### src/source/cpu_config.svh
`ifndef CPU_CONFIG_SVH
`define CPU_CONFIG_SVH

`define XLEN        64
`define INST_W      32
`define REG_IDX_W   5
`define PC_START    64'h0000_0000_8000_0000

// major opcodes of the supported subset
`define OPC_OP      7'b0110011
`define OPC_OP_IMM  7'b0010011
`define OPC_LUI     7'b0110111
`define OPC_STORE   7'b0100011

`define F3_ADD_SUB  3'b000
`define F3_XOR      3'b100
`define F3_OR       3'b110
`define F3_AND      3'b111
`define F3_SW       3'b010
`define F3_SD       3'b011
`define F7_SUB      7'b0100000

`define SIZE_WORD   2'd2
`define SIZE_DWORD  2'd3

`endif

### src/source/cpu_pkg.sv
`include "cpu_config.svh"

package cpu_pkg;

    typedef logic [`XLEN-1:0]      xlen_t;
    typedef logic [`INST_W-1:0]    inst_t;
    typedef logic [`REG_IDX_W-1:0] reg_idx_t;
    typedef logic [1:0]            bus_size_t;

    typedef enum logic [2:0] {
        ALU_ADD,
        ALU_SUB,
        ALU_AND,
        ALU_OR,
        ALU_XOR,
        ALU_PASS_B
    } alu_op_t;

    // if/id payload
    typedef struct packed {
        xlen_t pc;
        inst_t inst;
    } fetch_pkt_t;

    // id/ex payload, operands already forwarded
    typedef struct packed {
        alu_op_t   alu_op;
        xlen_t     op_a;
        xlen_t     op_b;
        xlen_t     st_data;
        reg_idx_t  rd_idx;
        logic      rd_en;
        logic      st_en;
        bus_size_t st_size;
    } exec_pkt_t;

    // ex/mem payload
    typedef struct packed {
        xlen_t     result;
        xlen_t     st_data;
        reg_idx_t  rd_idx;
        logic      rd_en;
        logic      st_en;
        bus_size_t st_size;
    } mem_pkt_t;

endpackage

### src/source/rd_fwd_if.sv
`timescale 1ns/1ps

// destination register result of one pipeline stage
interface rd_fwd_if;

    logic              valid;
    logic              rd_en;
    cpu_pkg::reg_idx_t rd_idx;
    cpu_pkg::xlen_t    rd_data;

    modport src (
        output valid,
        output rd_en,
        output rd_idx,
        output rd_data
    );

    modport sink (
        input valid,
        input rd_en,
        input rd_idx,
        input rd_data
    );

endinterface

### src/source/fetch_unit.sv
`timescale 1ns/1ps
`include "cpu_config.svh"

module fetch_unit (
    input  logic                mem2wb_inst_selfdefine_o,
    input  logic                reset,
    input  logic                stall_i,
    input  logic                if_ready_i,
    input  cpu_pkg::inst_t      if_data_read_i,
    output logic                if_valid_o,
    output cpu_pkg::xlen_t      if_addr_o,
    output logic                fetch_valid_o,
    output cpu_pkg::fetch_pkt_t fetch_pkt_o
);

    cpu_pkg::xlen_t pc_q;
    logic           if_fire;

    // no new request while a store holds the pipeline
    assign if_valid_o = ~stall_i;
    assign if_addr_o  = pc_q;
    assign if_fire    = if_valid_o & if_ready_i;

    always_ff @(posedge mem2wb_inst_selfdefine_o) begin
        if (reset) begin
            pc_q <= `PC_START;
        end else if (if_fire) begin
            pc_q <= pc_q + 64'd4;
        end
    end

    // returned instruction goes straight into if2id
    assign fetch_valid_o = if_fire;

    always_comb begin
        fetch_pkt_o.pc   = pc_q;
        fetch_pkt_o.inst = if_data_read_i;
    end

    // request address must not move before the bus accepts it
    a_addr_stable : assert property (
        @(posedge mem2wb_inst_selfdefine_o) disable iff (reset)
        (if_valid_o && !if_ready_i) |=> $stable(if_addr_o)
    ) else $error("if_addr_o changed while waiting for if_ready_i");

endmodule

### src/source/pipe_reg.sv
`timescale 1ns/1ps

module pipe_reg #(
    parameter type payload_t = logic
) (
    input  logic     mem2wb_inst_selfdefine_o,
    input  logic     reset,
    input  logic     stall_i,
    input  logic     in_valid_i,
    input  payload_t in_data_i,
    output logic     out_valid_o,
    output payload_t out_data_o
);

    always_ff @(posedge mem2wb_inst_selfdefine_o) begin
        if (reset) begin
            out_valid_o <= 1'b0;
        end else if (!stall_i) begin
            out_valid_o <= in_valid_i;
        end
    end

    // payload only qualified by out_valid_o
    always_ff @(posedge mem2wb_inst_selfdefine_o) begin
        if (!stall_i) begin
            out_data_o <= in_data_i;
        end
    end

endmodule

### src/source/decode_unit.sv
`timescale 1ns/1ps
`include "cpu_config.svh"

module decode_unit (
    input  logic                mem2wb_inst_selfdefine_o,
    input  logic                reset,
    input  logic                in_valid_i,
    input  cpu_pkg::fetch_pkt_t in_pkt_i,
    rd_fwd_if.sink              ex_fwd,
    rd_fwd_if.sink              mem_wb,
    output logic                out_valid_o,
    output cpu_pkg::exec_pkt_t  out_pkt_o
);

    cpu_pkg::xlen_t    regs [32];
    logic [6:0]        opcode;
    logic [2:0]        funct3;
    logic [6:0]        funct7;
    cpu_pkg::reg_idx_t rs1_idx;
    cpu_pkg::reg_idx_t rs2_idx;
    cpu_pkg::xlen_t    rs1_val;
    cpu_pkg::xlen_t    rs2_val;
    cpu_pkg::xlen_t    imm_i;
    cpu_pkg::xlen_t    imm_s;
    cpu_pkg::xlen_t    imm_u;
    logic              ex_hit;
    logic              wb_hit;

    assign opcode  = in_pkt_i.inst[6:0];
    assign funct3  = in_pkt_i.inst[14:12];
    assign funct7  = in_pkt_i.inst[31:25];
    assign rs1_idx = in_pkt_i.inst[19:15];
    assign rs2_idx = in_pkt_i.inst[24:20];

    assign imm_i = {{52{in_pkt_i.inst[31]}}, in_pkt_i.inst[31:20]};
    assign imm_s = {{52{in_pkt_i.inst[31]}}, in_pkt_i.inst[31:25], in_pkt_i.inst[11:7]};
    assign imm_u = {{32{in_pkt_i.inst[31]}}, in_pkt_i.inst[31:12], 12'b0};

    assign ex_hit = ex_fwd.valid & ex_fwd.rd_en;
    assign wb_hit = mem_wb.valid & mem_wb.rd_en;

    always_ff @(posedge mem2wb_inst_selfdefine_o) begin
        if (reset) begin
            for (int i = 0; i < 32; i++) begin
                regs[i] <= '0;
            end
        end else if (wb_hit && mem_wb.rd_idx != '0) begin
            regs[mem_wb.rd_idx] <= mem_wb.rd_data;
        end
    end

    // youngest producer wins, x0 never forwards
    function automatic cpu_pkg::xlen_t src_value(input cpu_pkg::reg_idx_t idx);
        if (idx == '0) begin
            return '0;
        end else if (ex_hit && ex_fwd.rd_idx == idx) begin
            return ex_fwd.rd_data;
        end else if (wb_hit && mem_wb.rd_idx == idx) begin
            return mem_wb.rd_data;
        end
        return regs[idx];
    endfunction

    always_comb begin
        rs1_val = src_value(rs1_idx);
        rs2_val = src_value(rs2_idx);
    end

    assign out_valid_o = in_valid_i;

    always_comb begin
        out_pkt_o         = '0;
        out_pkt_o.alu_op  = cpu_pkg::ALU_ADD;
        out_pkt_o.op_a    = rs1_val;
        out_pkt_o.st_data = rs2_val;
        out_pkt_o.rd_idx  = in_pkt_i.inst[11:7];
        out_pkt_o.st_size = `SIZE_DWORD;
        case (opcode)
            `OPC_OP_IMM: begin
                out_pkt_o.op_b  = imm_i;
                out_pkt_o.rd_en = (funct3 == `F3_ADD_SUB);
            end
            `OPC_OP: begin
                out_pkt_o.op_b  = rs2_val;
                out_pkt_o.rd_en = (funct7 == 7'b0);
                case (funct3)
                    `F3_ADD_SUB: begin
                        if (funct7 == `F7_SUB) begin
                            out_pkt_o.alu_op = cpu_pkg::ALU_SUB;
                            out_pkt_o.rd_en  = 1'b1;
                        end
                    end
                    `F3_XOR: out_pkt_o.alu_op = cpu_pkg::ALU_XOR;
                    `F3_OR:  out_pkt_o.alu_op = cpu_pkg::ALU_OR;
                    `F3_AND: out_pkt_o.alu_op = cpu_pkg::ALU_AND;
                    // shifts and slt retire as no-ops
                    default: out_pkt_o.rd_en = 1'b0;
                endcase
            end
            `OPC_LUI: begin
                out_pkt_o.alu_op = cpu_pkg::ALU_PASS_B;
                out_pkt_o.op_b   = imm_u;
                out_pkt_o.rd_en  = 1'b1;
            end
            `OPC_STORE: begin
                out_pkt_o.op_b  = imm_s;
                out_pkt_o.st_en = (funct3 == `F3_SW) || (funct3 == `F3_SD);
                if (funct3 == `F3_SW) begin
                    out_pkt_o.st_size = `SIZE_WORD;
                end
            end
            default: begin
            end
        endcase
    end

endmodule

### src/source/exec_unit.sv
`timescale 1ns/1ps

module exec_unit (
    input  logic               in_valid_i,
    input  cpu_pkg::exec_pkt_t in_pkt_i,
    rd_fwd_if.src              ex_fwd,
    output logic               out_valid_o,
    output cpu_pkg::mem_pkt_t  out_pkt_o
);

    cpu_pkg::xlen_t result;

    // also forms the store address
    always_comb begin
        case (in_pkt_i.alu_op)
            cpu_pkg::ALU_ADD:    result = in_pkt_i.op_a + in_pkt_i.op_b;
            cpu_pkg::ALU_SUB:    result = in_pkt_i.op_a - in_pkt_i.op_b;
            cpu_pkg::ALU_AND:    result = in_pkt_i.op_a & in_pkt_i.op_b;
            cpu_pkg::ALU_OR:     result = in_pkt_i.op_a | in_pkt_i.op_b;
            cpu_pkg::ALU_XOR:    result = in_pkt_i.op_a ^ in_pkt_i.op_b;
            cpu_pkg::ALU_PASS_B: result = in_pkt_i.op_b;
            default:             result = '0;
        endcase
    end

    assign out_valid_o = in_valid_i;

    always_comb begin
        out_pkt_o.result  = result;
        out_pkt_o.st_data = in_pkt_i.st_data;
        out_pkt_o.rd_idx  = in_pkt_i.rd_idx;
        out_pkt_o.rd_en   = in_pkt_i.rd_en;
        out_pkt_o.st_en   = in_pkt_i.st_en;
        out_pkt_o.st_size = in_pkt_i.st_size;
    end

    // result for the instruction right behind
    assign ex_fwd.valid   = in_valid_i;
    assign ex_fwd.rd_en   = in_pkt_i.rd_en;
    assign ex_fwd.rd_idx  = in_pkt_i.rd_idx;
    assign ex_fwd.rd_data = result;

endmodule

### src/source/store_unit.sv
`timescale 1ns/1ps
`include "cpu_config.svh"

module store_unit (
    input  logic                 in_valid_i,
    input  cpu_pkg::mem_pkt_t    in_pkt_i,
    input  logic                 cpu_mem_ready_i,
    rd_fwd_if.src                mem_wb,
    output logic                 cpu_mem_valid_o,
    output cpu_pkg::xlen_t       cpu_mem_addr_o,
    output cpu_pkg::xlen_t       cpu_mem_data_write_o,
    output cpu_pkg::bus_size_t   cpu_mem_size_o,
    output logic                 cpu_mem_req_o,
    output logic                 mem_stall_o
);

    assign cpu_mem_valid_o      = in_valid_i & in_pkt_i.st_en;
    assign cpu_mem_addr_o       = in_pkt_i.result;
    assign cpu_mem_data_write_o = in_pkt_i.st_data;
    assign cpu_mem_size_o       = in_pkt_i.st_size;
    assign cpu_mem_req_o        = in_pkt_i.st_en;

    // whole pipeline holds until the store is accepted
    assign mem_stall_o = cpu_mem_valid_o & ~cpu_mem_ready_i;

    // retire point, written into the register file at the next edge
    assign mem_wb.valid   = in_valid_i;
    assign mem_wb.rd_en   = in_pkt_i.rd_en;
    assign mem_wb.rd_idx  = in_pkt_i.rd_idx;
    assign mem_wb.rd_data = in_pkt_i.result;

    // a store never writes rd, so a stalled item never retires twice
    always_comb begin
        if (cpu_mem_valid_o) begin
            assert (!in_pkt_i.rd_en &&
                    (in_pkt_i.st_size == `SIZE_WORD || in_pkt_i.st_size == `SIZE_DWORD))
                else $error("data bus request for an item that is not a legal store");
        end
    end

endmodule

### src/source/cpu.sv
`timescale 1ns/1ps
`include "cpu_config.svh"

module cpu (
    input  logic               mem2wb_inst_selfdefine_o,
    input  logic               reset,
    input  logic               if_ready_i,
    input  cpu_pkg::inst_t     if_data_read_i,
    output logic               if_valid_o,
    output cpu_pkg::xlen_t     if_addr_o,
    output cpu_pkg::bus_size_t if_size_o,
    output logic               if_req_o,
    output logic               cpu_mem_valid_o,
    input  logic               cpu_mem_ready_i,
    output cpu_pkg::xlen_t     cpu_mem_data_write_o,
    output cpu_pkg::xlen_t     cpu_mem_addr_o,
    output cpu_pkg::bus_size_t cpu_mem_size_o,
    output logic               cpu_mem_req_o
);

    logic                fetch_valid;
    cpu_pkg::fetch_pkt_t fetch_pkt;
    logic                id_valid;
    cpu_pkg::fetch_pkt_t id_pkt;
    logic                dec_valid;
    cpu_pkg::exec_pkt_t  dec_pkt;
    logic                ex_valid;
    cpu_pkg::exec_pkt_t  ex_pkt;
    logic                exo_valid;
    cpu_pkg::mem_pkt_t   exo_pkt;
    logic                mem_valid;
    cpu_pkg::mem_pkt_t   mem_pkt;
    logic                mem_stall;

    rd_fwd_if ex_fwd ();
    rd_fwd_if mem_wb ();

    // word fetches, read only
    assign if_size_o = `SIZE_WORD;
    assign if_req_o  = 1'b0;

    fetch_unit u_fetch (
        .mem2wb_inst_selfdefine_o(mem2wb_inst_selfdefine_o),
        .reset(reset),
        .stall_i(mem_stall),
        .if_ready_i(if_ready_i),
        .if_data_read_i(if_data_read_i),
        .if_valid_o(if_valid_o),
        .if_addr_o(if_addr_o),
        .fetch_valid_o(fetch_valid),
        .fetch_pkt_o(fetch_pkt)
    );

    pipe_reg #(.payload_t(cpu_pkg::fetch_pkt_t)) if2id (
        .mem2wb_inst_selfdefine_o(mem2wb_inst_selfdefine_o),
        .reset(reset),
        .stall_i(mem_stall),
        .in_valid_i(fetch_valid),
        .in_data_i(fetch_pkt),
        .out_valid_o(id_valid),
        .out_data_o(id_pkt)
    );

    decode_unit u_decode (
        .mem2wb_inst_selfdefine_o(mem2wb_inst_selfdefine_o),
        .reset(reset),
        .in_valid_i(id_valid),
        .in_pkt_i(id_pkt),
        .ex_fwd(ex_fwd),
        .mem_wb(mem_wb),
        .out_valid_o(dec_valid),
        .out_pkt_o(dec_pkt)
    );

    pipe_reg #(.payload_t(cpu_pkg::exec_pkt_t)) id2ex (
        .mem2wb_inst_selfdefine_o(mem2wb_inst_selfdefine_o),
        .reset(reset),
        .stall_i(mem_stall),
        .in_valid_i(dec_valid),
        .in_data_i(dec_pkt),
        .out_valid_o(ex_valid),
        .out_data_o(ex_pkt)
    );

    exec_unit u_exec (
        .in_valid_i(ex_valid),
        .in_pkt_i(ex_pkt),
        .ex_fwd(ex_fwd),
        .out_valid_o(exo_valid),
        .out_pkt_o(exo_pkt)
    );

    pipe_reg #(.payload_t(cpu_pkg::mem_pkt_t)) ex2mem (
        .mem2wb_inst_selfdefine_o(mem2wb_inst_selfdefine_o),
        .reset(reset),
        .stall_i(mem_stall),
        .in_valid_i(exo_valid),
        .in_data_i(exo_pkt),
        .out_valid_o(mem_valid),
        .out_data_o(mem_pkt)
    );

    store_unit u_store (
        .in_valid_i(mem_valid),
        .in_pkt_i(mem_pkt),
        .cpu_mem_ready_i(cpu_mem_ready_i),
        .mem_wb(mem_wb),
        .cpu_mem_valid_o(cpu_mem_valid_o),
        .cpu_mem_addr_o(cpu_mem_addr_o),
        .cpu_mem_data_write_o(cpu_mem_data_write_o),
        .cpu_mem_size_o(cpu_mem_size_o),
        .cpu_mem_req_o(cpu_mem_req_o),
        .mem_stall_o(mem_stall)
    );

endmodule

### config.mk
export PLATFORM = sky130hd
export DESIGN_NAME = cpu
export DESIGN_NICKNAME = d
export VERILOG_FILES = /design/src/source/cpu_pkg.sv /design/src/source/rd_fwd_if.sv /design/src/source/fetch_unit.sv /design/src/source/pipe_reg.sv /design/src/source/decode_unit.sv /design/src/source/exec_unit.sv /design/src/source/store_unit.sv /design/src/source/cpu.sv
export VERILOG_INCLUDE_DIRS = /design/src /design/src/source
export SDC_FILE = /design/constraint.sdc
export NUM_CORES = 2
export LEC_CHECK = 0
export ABC_CLOCK_PERIOD_IN_PS = 12700
export BUFFER_PORTS_ARGS = -buffer_cell sky130_fd_sc_hd__buf_2
export CAP_MARGIN = 30
export CORE_MARGIN = 2
export CORE_UTILIZATION = 35
export CTS_CLUSTER_SIZE = 16
export DETAILED_ROUTE_END_ITERATION = 10
export GPL_ROUTABILITY_DRIVEN = 0
export GPL_TIMING_DRIVEN = 1
export PLACE_DENSITY = 0.57
export SETUP_SLACK_MARGIN = 0.02
export SLEW_MARGIN = 5
export SYNTH_ARGS = -nofsm -noshare
export SYNTH_HDL_FRONTEND = slang
export SYNTH_HIERARCHICAL = 1
export SYNTH_SLANG_ARGS = --single-unit
### constraint.sdc
create_clock -name mem2wb_inst_selfdefine_o -period 12.7 [get_ports mem2wb_inst_selfdefine_o]
set_input_delay 1.27 -clock mem2wb_inst_selfdefine_o [delete_from_list [all_inputs] [get_ports mem2wb_inst_selfdefine_o]]
set_output_delay 1.27 -clock mem2wb_inst_selfdefine_o [all_outputs]
set_load 0.02 [all_outputs]
== Word level (Yosys, flattened, before mapping) ==
Memory sizes are Yosys's and may differ from the RTL's. A register that Yosys moved wholly into a read port is not among the register bits.
Index checks and enable logic that the tools add are counted.
Storage, ports and cells
  register bits: 440
  bits in writable memories: 2048
  bits of input ports: 36
  output and inout port bits: 200
  word-level logic and storage cells: 99
  memories: 1
Cells by class
  $add $sub $neg: 3
  equality and inequality tests: 19
  multiplexer cells: 33
  bitwise operators: 10
  reduce and logical (&&, ||, !) cells: 14
Memories
  u_decode.regs: depth 32, bits a word 64, rd ports 2, clocked after Yosys merged registers in 2, write ports 32, line decode_unit.sv:15  | cpu_pkg::xlen_t regs [32];
Operator list (number)
  $mux W64: 9
  $pmux W64 S6: 1
  $pmux W64 S4: 1
  $add A64 B3 Y64 const B: 1
  $add A64 B64 Y64: 1
  $and A64 B64 Y64: 1
  $or A64 B64 Y64: 1
  $reduce_or A64 Y1: 1
  $sub A64 B64 Y64: 1
  $xor A64 B64 Y64: 1
  $eq A7 B6 Y1 const B: 4
  $eq A5 B5 Y1: 4
  $eq A3 B3 Y1 const B: 5
  $mux W1: 15
  $mux W5: 3
  $eq A3 B2 Y1 const B: 4
  $pmux W3 S4: 1
  $logic_not A5 Y1: 2
  $eq A7 B5 Y1 const B: 1
  $logic_not A7 Y1: 1
  $logic_not A3 Y1: 2
  $pmux W3 S2: 1
  $and A1 B1 Y1: 5
  $logic_and A1 B1 Y1: 5
  other kinds (7): 8

== Longest topological paths before layout ==
  depth after elaboration: 7
  depth in mapped cells: 25
  depth with buffers taken out: 24

== By module ==
The synthesis kept the hierarchy.
Modules (own cells, without submodules)
  decode_unit: instances 1, cells each 7838, area an instance 112743.1 um^2, seq. area each 61499.0 um^2
  exec_unit: instances 1, cells each 1414, area an instance 9740.6 um^2, seq. area each 0.0 um^2
  pipe_reg at id2ex: instances 1, cells each 208, area an instance 6163.4 um^2, seq. area each 6145.9 um^2
  pipe_reg at ex2mem: instances 1, cells each 141, area an instance 4151.5 um^2, seq. area each 4134.0 um^2
  fetch_unit: instances 1, cells each 456, area an instance 3738.6 um^2, seq. area each 1241.2 um^2
  pipe_reg at if2id: instances 1, cells each 100, area an instance 2920.3 um^2, seq. area each 2902.8 um^2
  store_unit: instances 1, cells each 204, area an instance 1531.5 um^2, seq. area each 0.0 um^2
  cpu: instances 1, cells each 5, area an instance 30.0 um^2, seq. area each 0.0 um^2

== Worst setup path before layout ==
Ideal clock, no wire load.
  path kind: input to register
  from: in cpu_mem_ready_i
  to: reg id2ex/out_data_o[0] (netlist name) (enable)
  library setup time: 0.555 ns
  arrival time: 5.494 ns
  required time: 12.145 ns
  slack: 6.652 ns
  stages: 2
  path buffers: 0
  cell sequence: and3b_1 > inv_1
On the way
  cells in the longest elaborated chain, start to end: 2
Ends and longest elaborated chain
  start, declared: line cpu.sv:14  | input logic cpu_mem_ready_i,
  $not A1 Y1: line store_unit.sv:24  | assign mem_stall_o = cpu_mem_valid_o & ~cpu_mem_ready_i;
  $and A1 B1 Y1: line store_unit.sv:24
  end signal, assigned: line pipe_reg.sv:26  | out_data_o <= in_data_i;
  end, declared: line pipe_reg.sv:12  | output payload_t out_data_o
No other way between the ends.
A chain may end at the register's enable or synchronous reset.

==> results.md <==
- Worst min-delay path class: flop to flop
- Initial core utilization: about a third
- Required @ worst endpoint: around 13,000 ps
- Post-route cell area: around 150,000 sq um
- Final Util: 38.54%
- WL per Instance: around 38 um
- P per Cell Area: 148.5 nW/um^2
- Relative slew slack: between 10 and 15%
- Die ar.: just over 400,000 sq um
- Family with the most delay on the worst path: compound AO/OA/AOI/OAI gates
- CP max-delay cell: a211oi_1
- Num CTS Buffers: between 200 and 300
- Dpl cell area: about 140,000 sq um
- Remaining global-route overflow: 0
- PortBufs: 230
- Tcrit/Tclk final: 55.95%
- Layout filler cell count: approximately 37,000
- Worst-margin pin slew: around 1300 ps
- Residual DRC: 0
- Final nets: roughly 10,000
- CTS root buf: clkbuf_16
- Worst skew pair latency: roughly 930 ps
- Status: complete, no violations
- Synth Cell Area: between 100,000 and 150,000 sq um
- Fin. max-slew vios: 0
- TritonCTS clock tree: built
- Cts repair resizes: 0
- Critical-path cell list: or4_4, or3_1, nor2_1, nand2_1, nor3_1, nor2_1, xnor2_1, ha_1, nand2_1, nor2_1, a221oi_1, nand2_1, o21ai_1, o21bai_1, a211oi_1, o21ai_0, xnor2_1, o211ai_1, and3_1, a31oi_1, o221ai_1, a21o_1
- Iter 0 DRT Violations: between 15,000 and 20,000
- Maximum clock rate: ~0.14 GHz
- Crit path launch: id2ex/out_data_o[78]
- Final min period: about 7100 ps
- IO Pins: roughly 240
- Vias: 98,310
- Initial antenna violation count: slightly below 90
- Worst r2r src: id2ex/out_data_o[78]
- First-pass GRT wire length: ~780 mm
- Clock slew at the register clock pins of the worst setup and hold paths: roughly 60 ps
- CP max FO: 6
- Yosys warns: 6
- DP Cell Count: around 15,000
- Max-Cap Viols: 0
- Hold-fix buffers, CTS: 0
- Worst Path Buf+Inv: 0
- Worst stage delay on the critical path: approximately 750 ps
- Clock sink count: between 2,000 and 2,500
- Final Hold Vio Count: 0
- Share of cells above drive strength 1: approximately a fifth
- Worst VDD drop: 0.1138 mV
- Lkg Pwr: around 56 nW
- CP Launch Type: flop
- Setup repair bufs after CTS: 0
- Hold path startpoint: id2ex/out_data_o[48]
- Largest net degree at the start of global routing: around 120
- Kind of critical path: flop to flop
- Std cell rows: 231
- Fin cells: approximately 15,000
- Syn_area_per_cell: around 14 sq um
- Drt first pass iters: 8
- RSZ-0062 raised after global routing: no
- Die Y: between 600 and 700 um
- Vias per inst: between 6 and 7
- Worst Setup End Kind: flop
- Vias in the first global route: about 94,000
- Mapped Cells: 10,300
- H-tree levels: 5
- Clock buffer depth: 4
- Final setup viols: 0
- Total Wirelength: between 500 and 600 mm
- Synthesis-to-layout area growth: 9.634%
- Die X: 634.4 um
- Setup TNS: 0 ps
- Antenna-violating nets left: 0
- Crit path DAT: 7770 ps
- Core area: between 300,000 and 400,000 sq um
- DP HPWL: 342.3 mm
- Tot GR Track Use: 27.93%
- Worst Clk Skew: 81.08 ps
-- area by class of cell --
class                   instances  area [sq um]  area share (%)
diodes                         70         175.2          0.1149
well taps                    5242          6559           4.301
flip-flops and latches       2486         74000           48.53
repair buffers                611          5130           3.364
clock inverters               122          1011          0.6630
multi-input cells            6336         57530           37.73
inverters                     163         631.9          0.4144
clock buffers                 354          7443           4.881
-- sequential cells by signal, indices dropped and copies added (netlist names) --
name	cells
id2ex/out_data_o	204
u_decode/regs	2048
ex2mem/out_data_o	137
if2id/out_data_o	32
id2ex/out_valid_o	1
ex2mem/out_valid_o	1
if2id/out_valid_o	1
u_fetch/if_addr_o	62
-- cell usage in the layout (no fill, tap or decap), types with 185 or more instances in the layout --
cell	count
edfxtp_1	2421
and2_1	1933
mux4_2	879
mux2i_1	565
a22oi_1	421
nand2_1	333
buf_4	303
clkbuf_16	287
buf_2	235
nand3_1	207
ha_1	193
nor2_1	187
a21oi_1	185
-- layer usage --
metal	share of wire, %	track usage (%)
met1	35	35.16
met4	6.3	15.80
met2	44	42.75
met3	14	8.451
met5	0.042	0.04831
-- power by group --
| part | internal [mW] | switching, mW |
|---|---|---|
| clock network | 4.46 | 3.44 |
| registers | 9.49 | 0.372 |
| logic | 1.44 | 3.44 |
| total | 15.4 | 7.25 |
-- path summary, 6_finish.rpt --
| check | end | slack (ps) | depth (start not counted) |
|---|---|---|---|
| hold reg to reg | ex2mem/out_data_o[48] | 390 | 0 |
| setup reg to reg | id2ex/out_data_o[135] | 5590 | 22 |
| hold / removal | ex2mem/out_data_o[48] | 390 | 0 |
| setup / recovery | id2ex/out_data_o[135] | 5590 | 22 |
-- per-stage QoR --
stage / power, mW / worst slack, ps / hold slack, ps
2_1_floorplan: 13.02 / 6652 / 452.2
3_3_place_gp: 14.42 / 5801 / 400.5
3_5_place_dp: 14.61 / 5929 / 404.5
4_1_cts: 22.39 / 5911 / 385.1
5_1_grt: 23.12 / 5276 / 395.5
6_report: 22.64 / 5595 / 386.0
(Power assumes the default switching activity.)
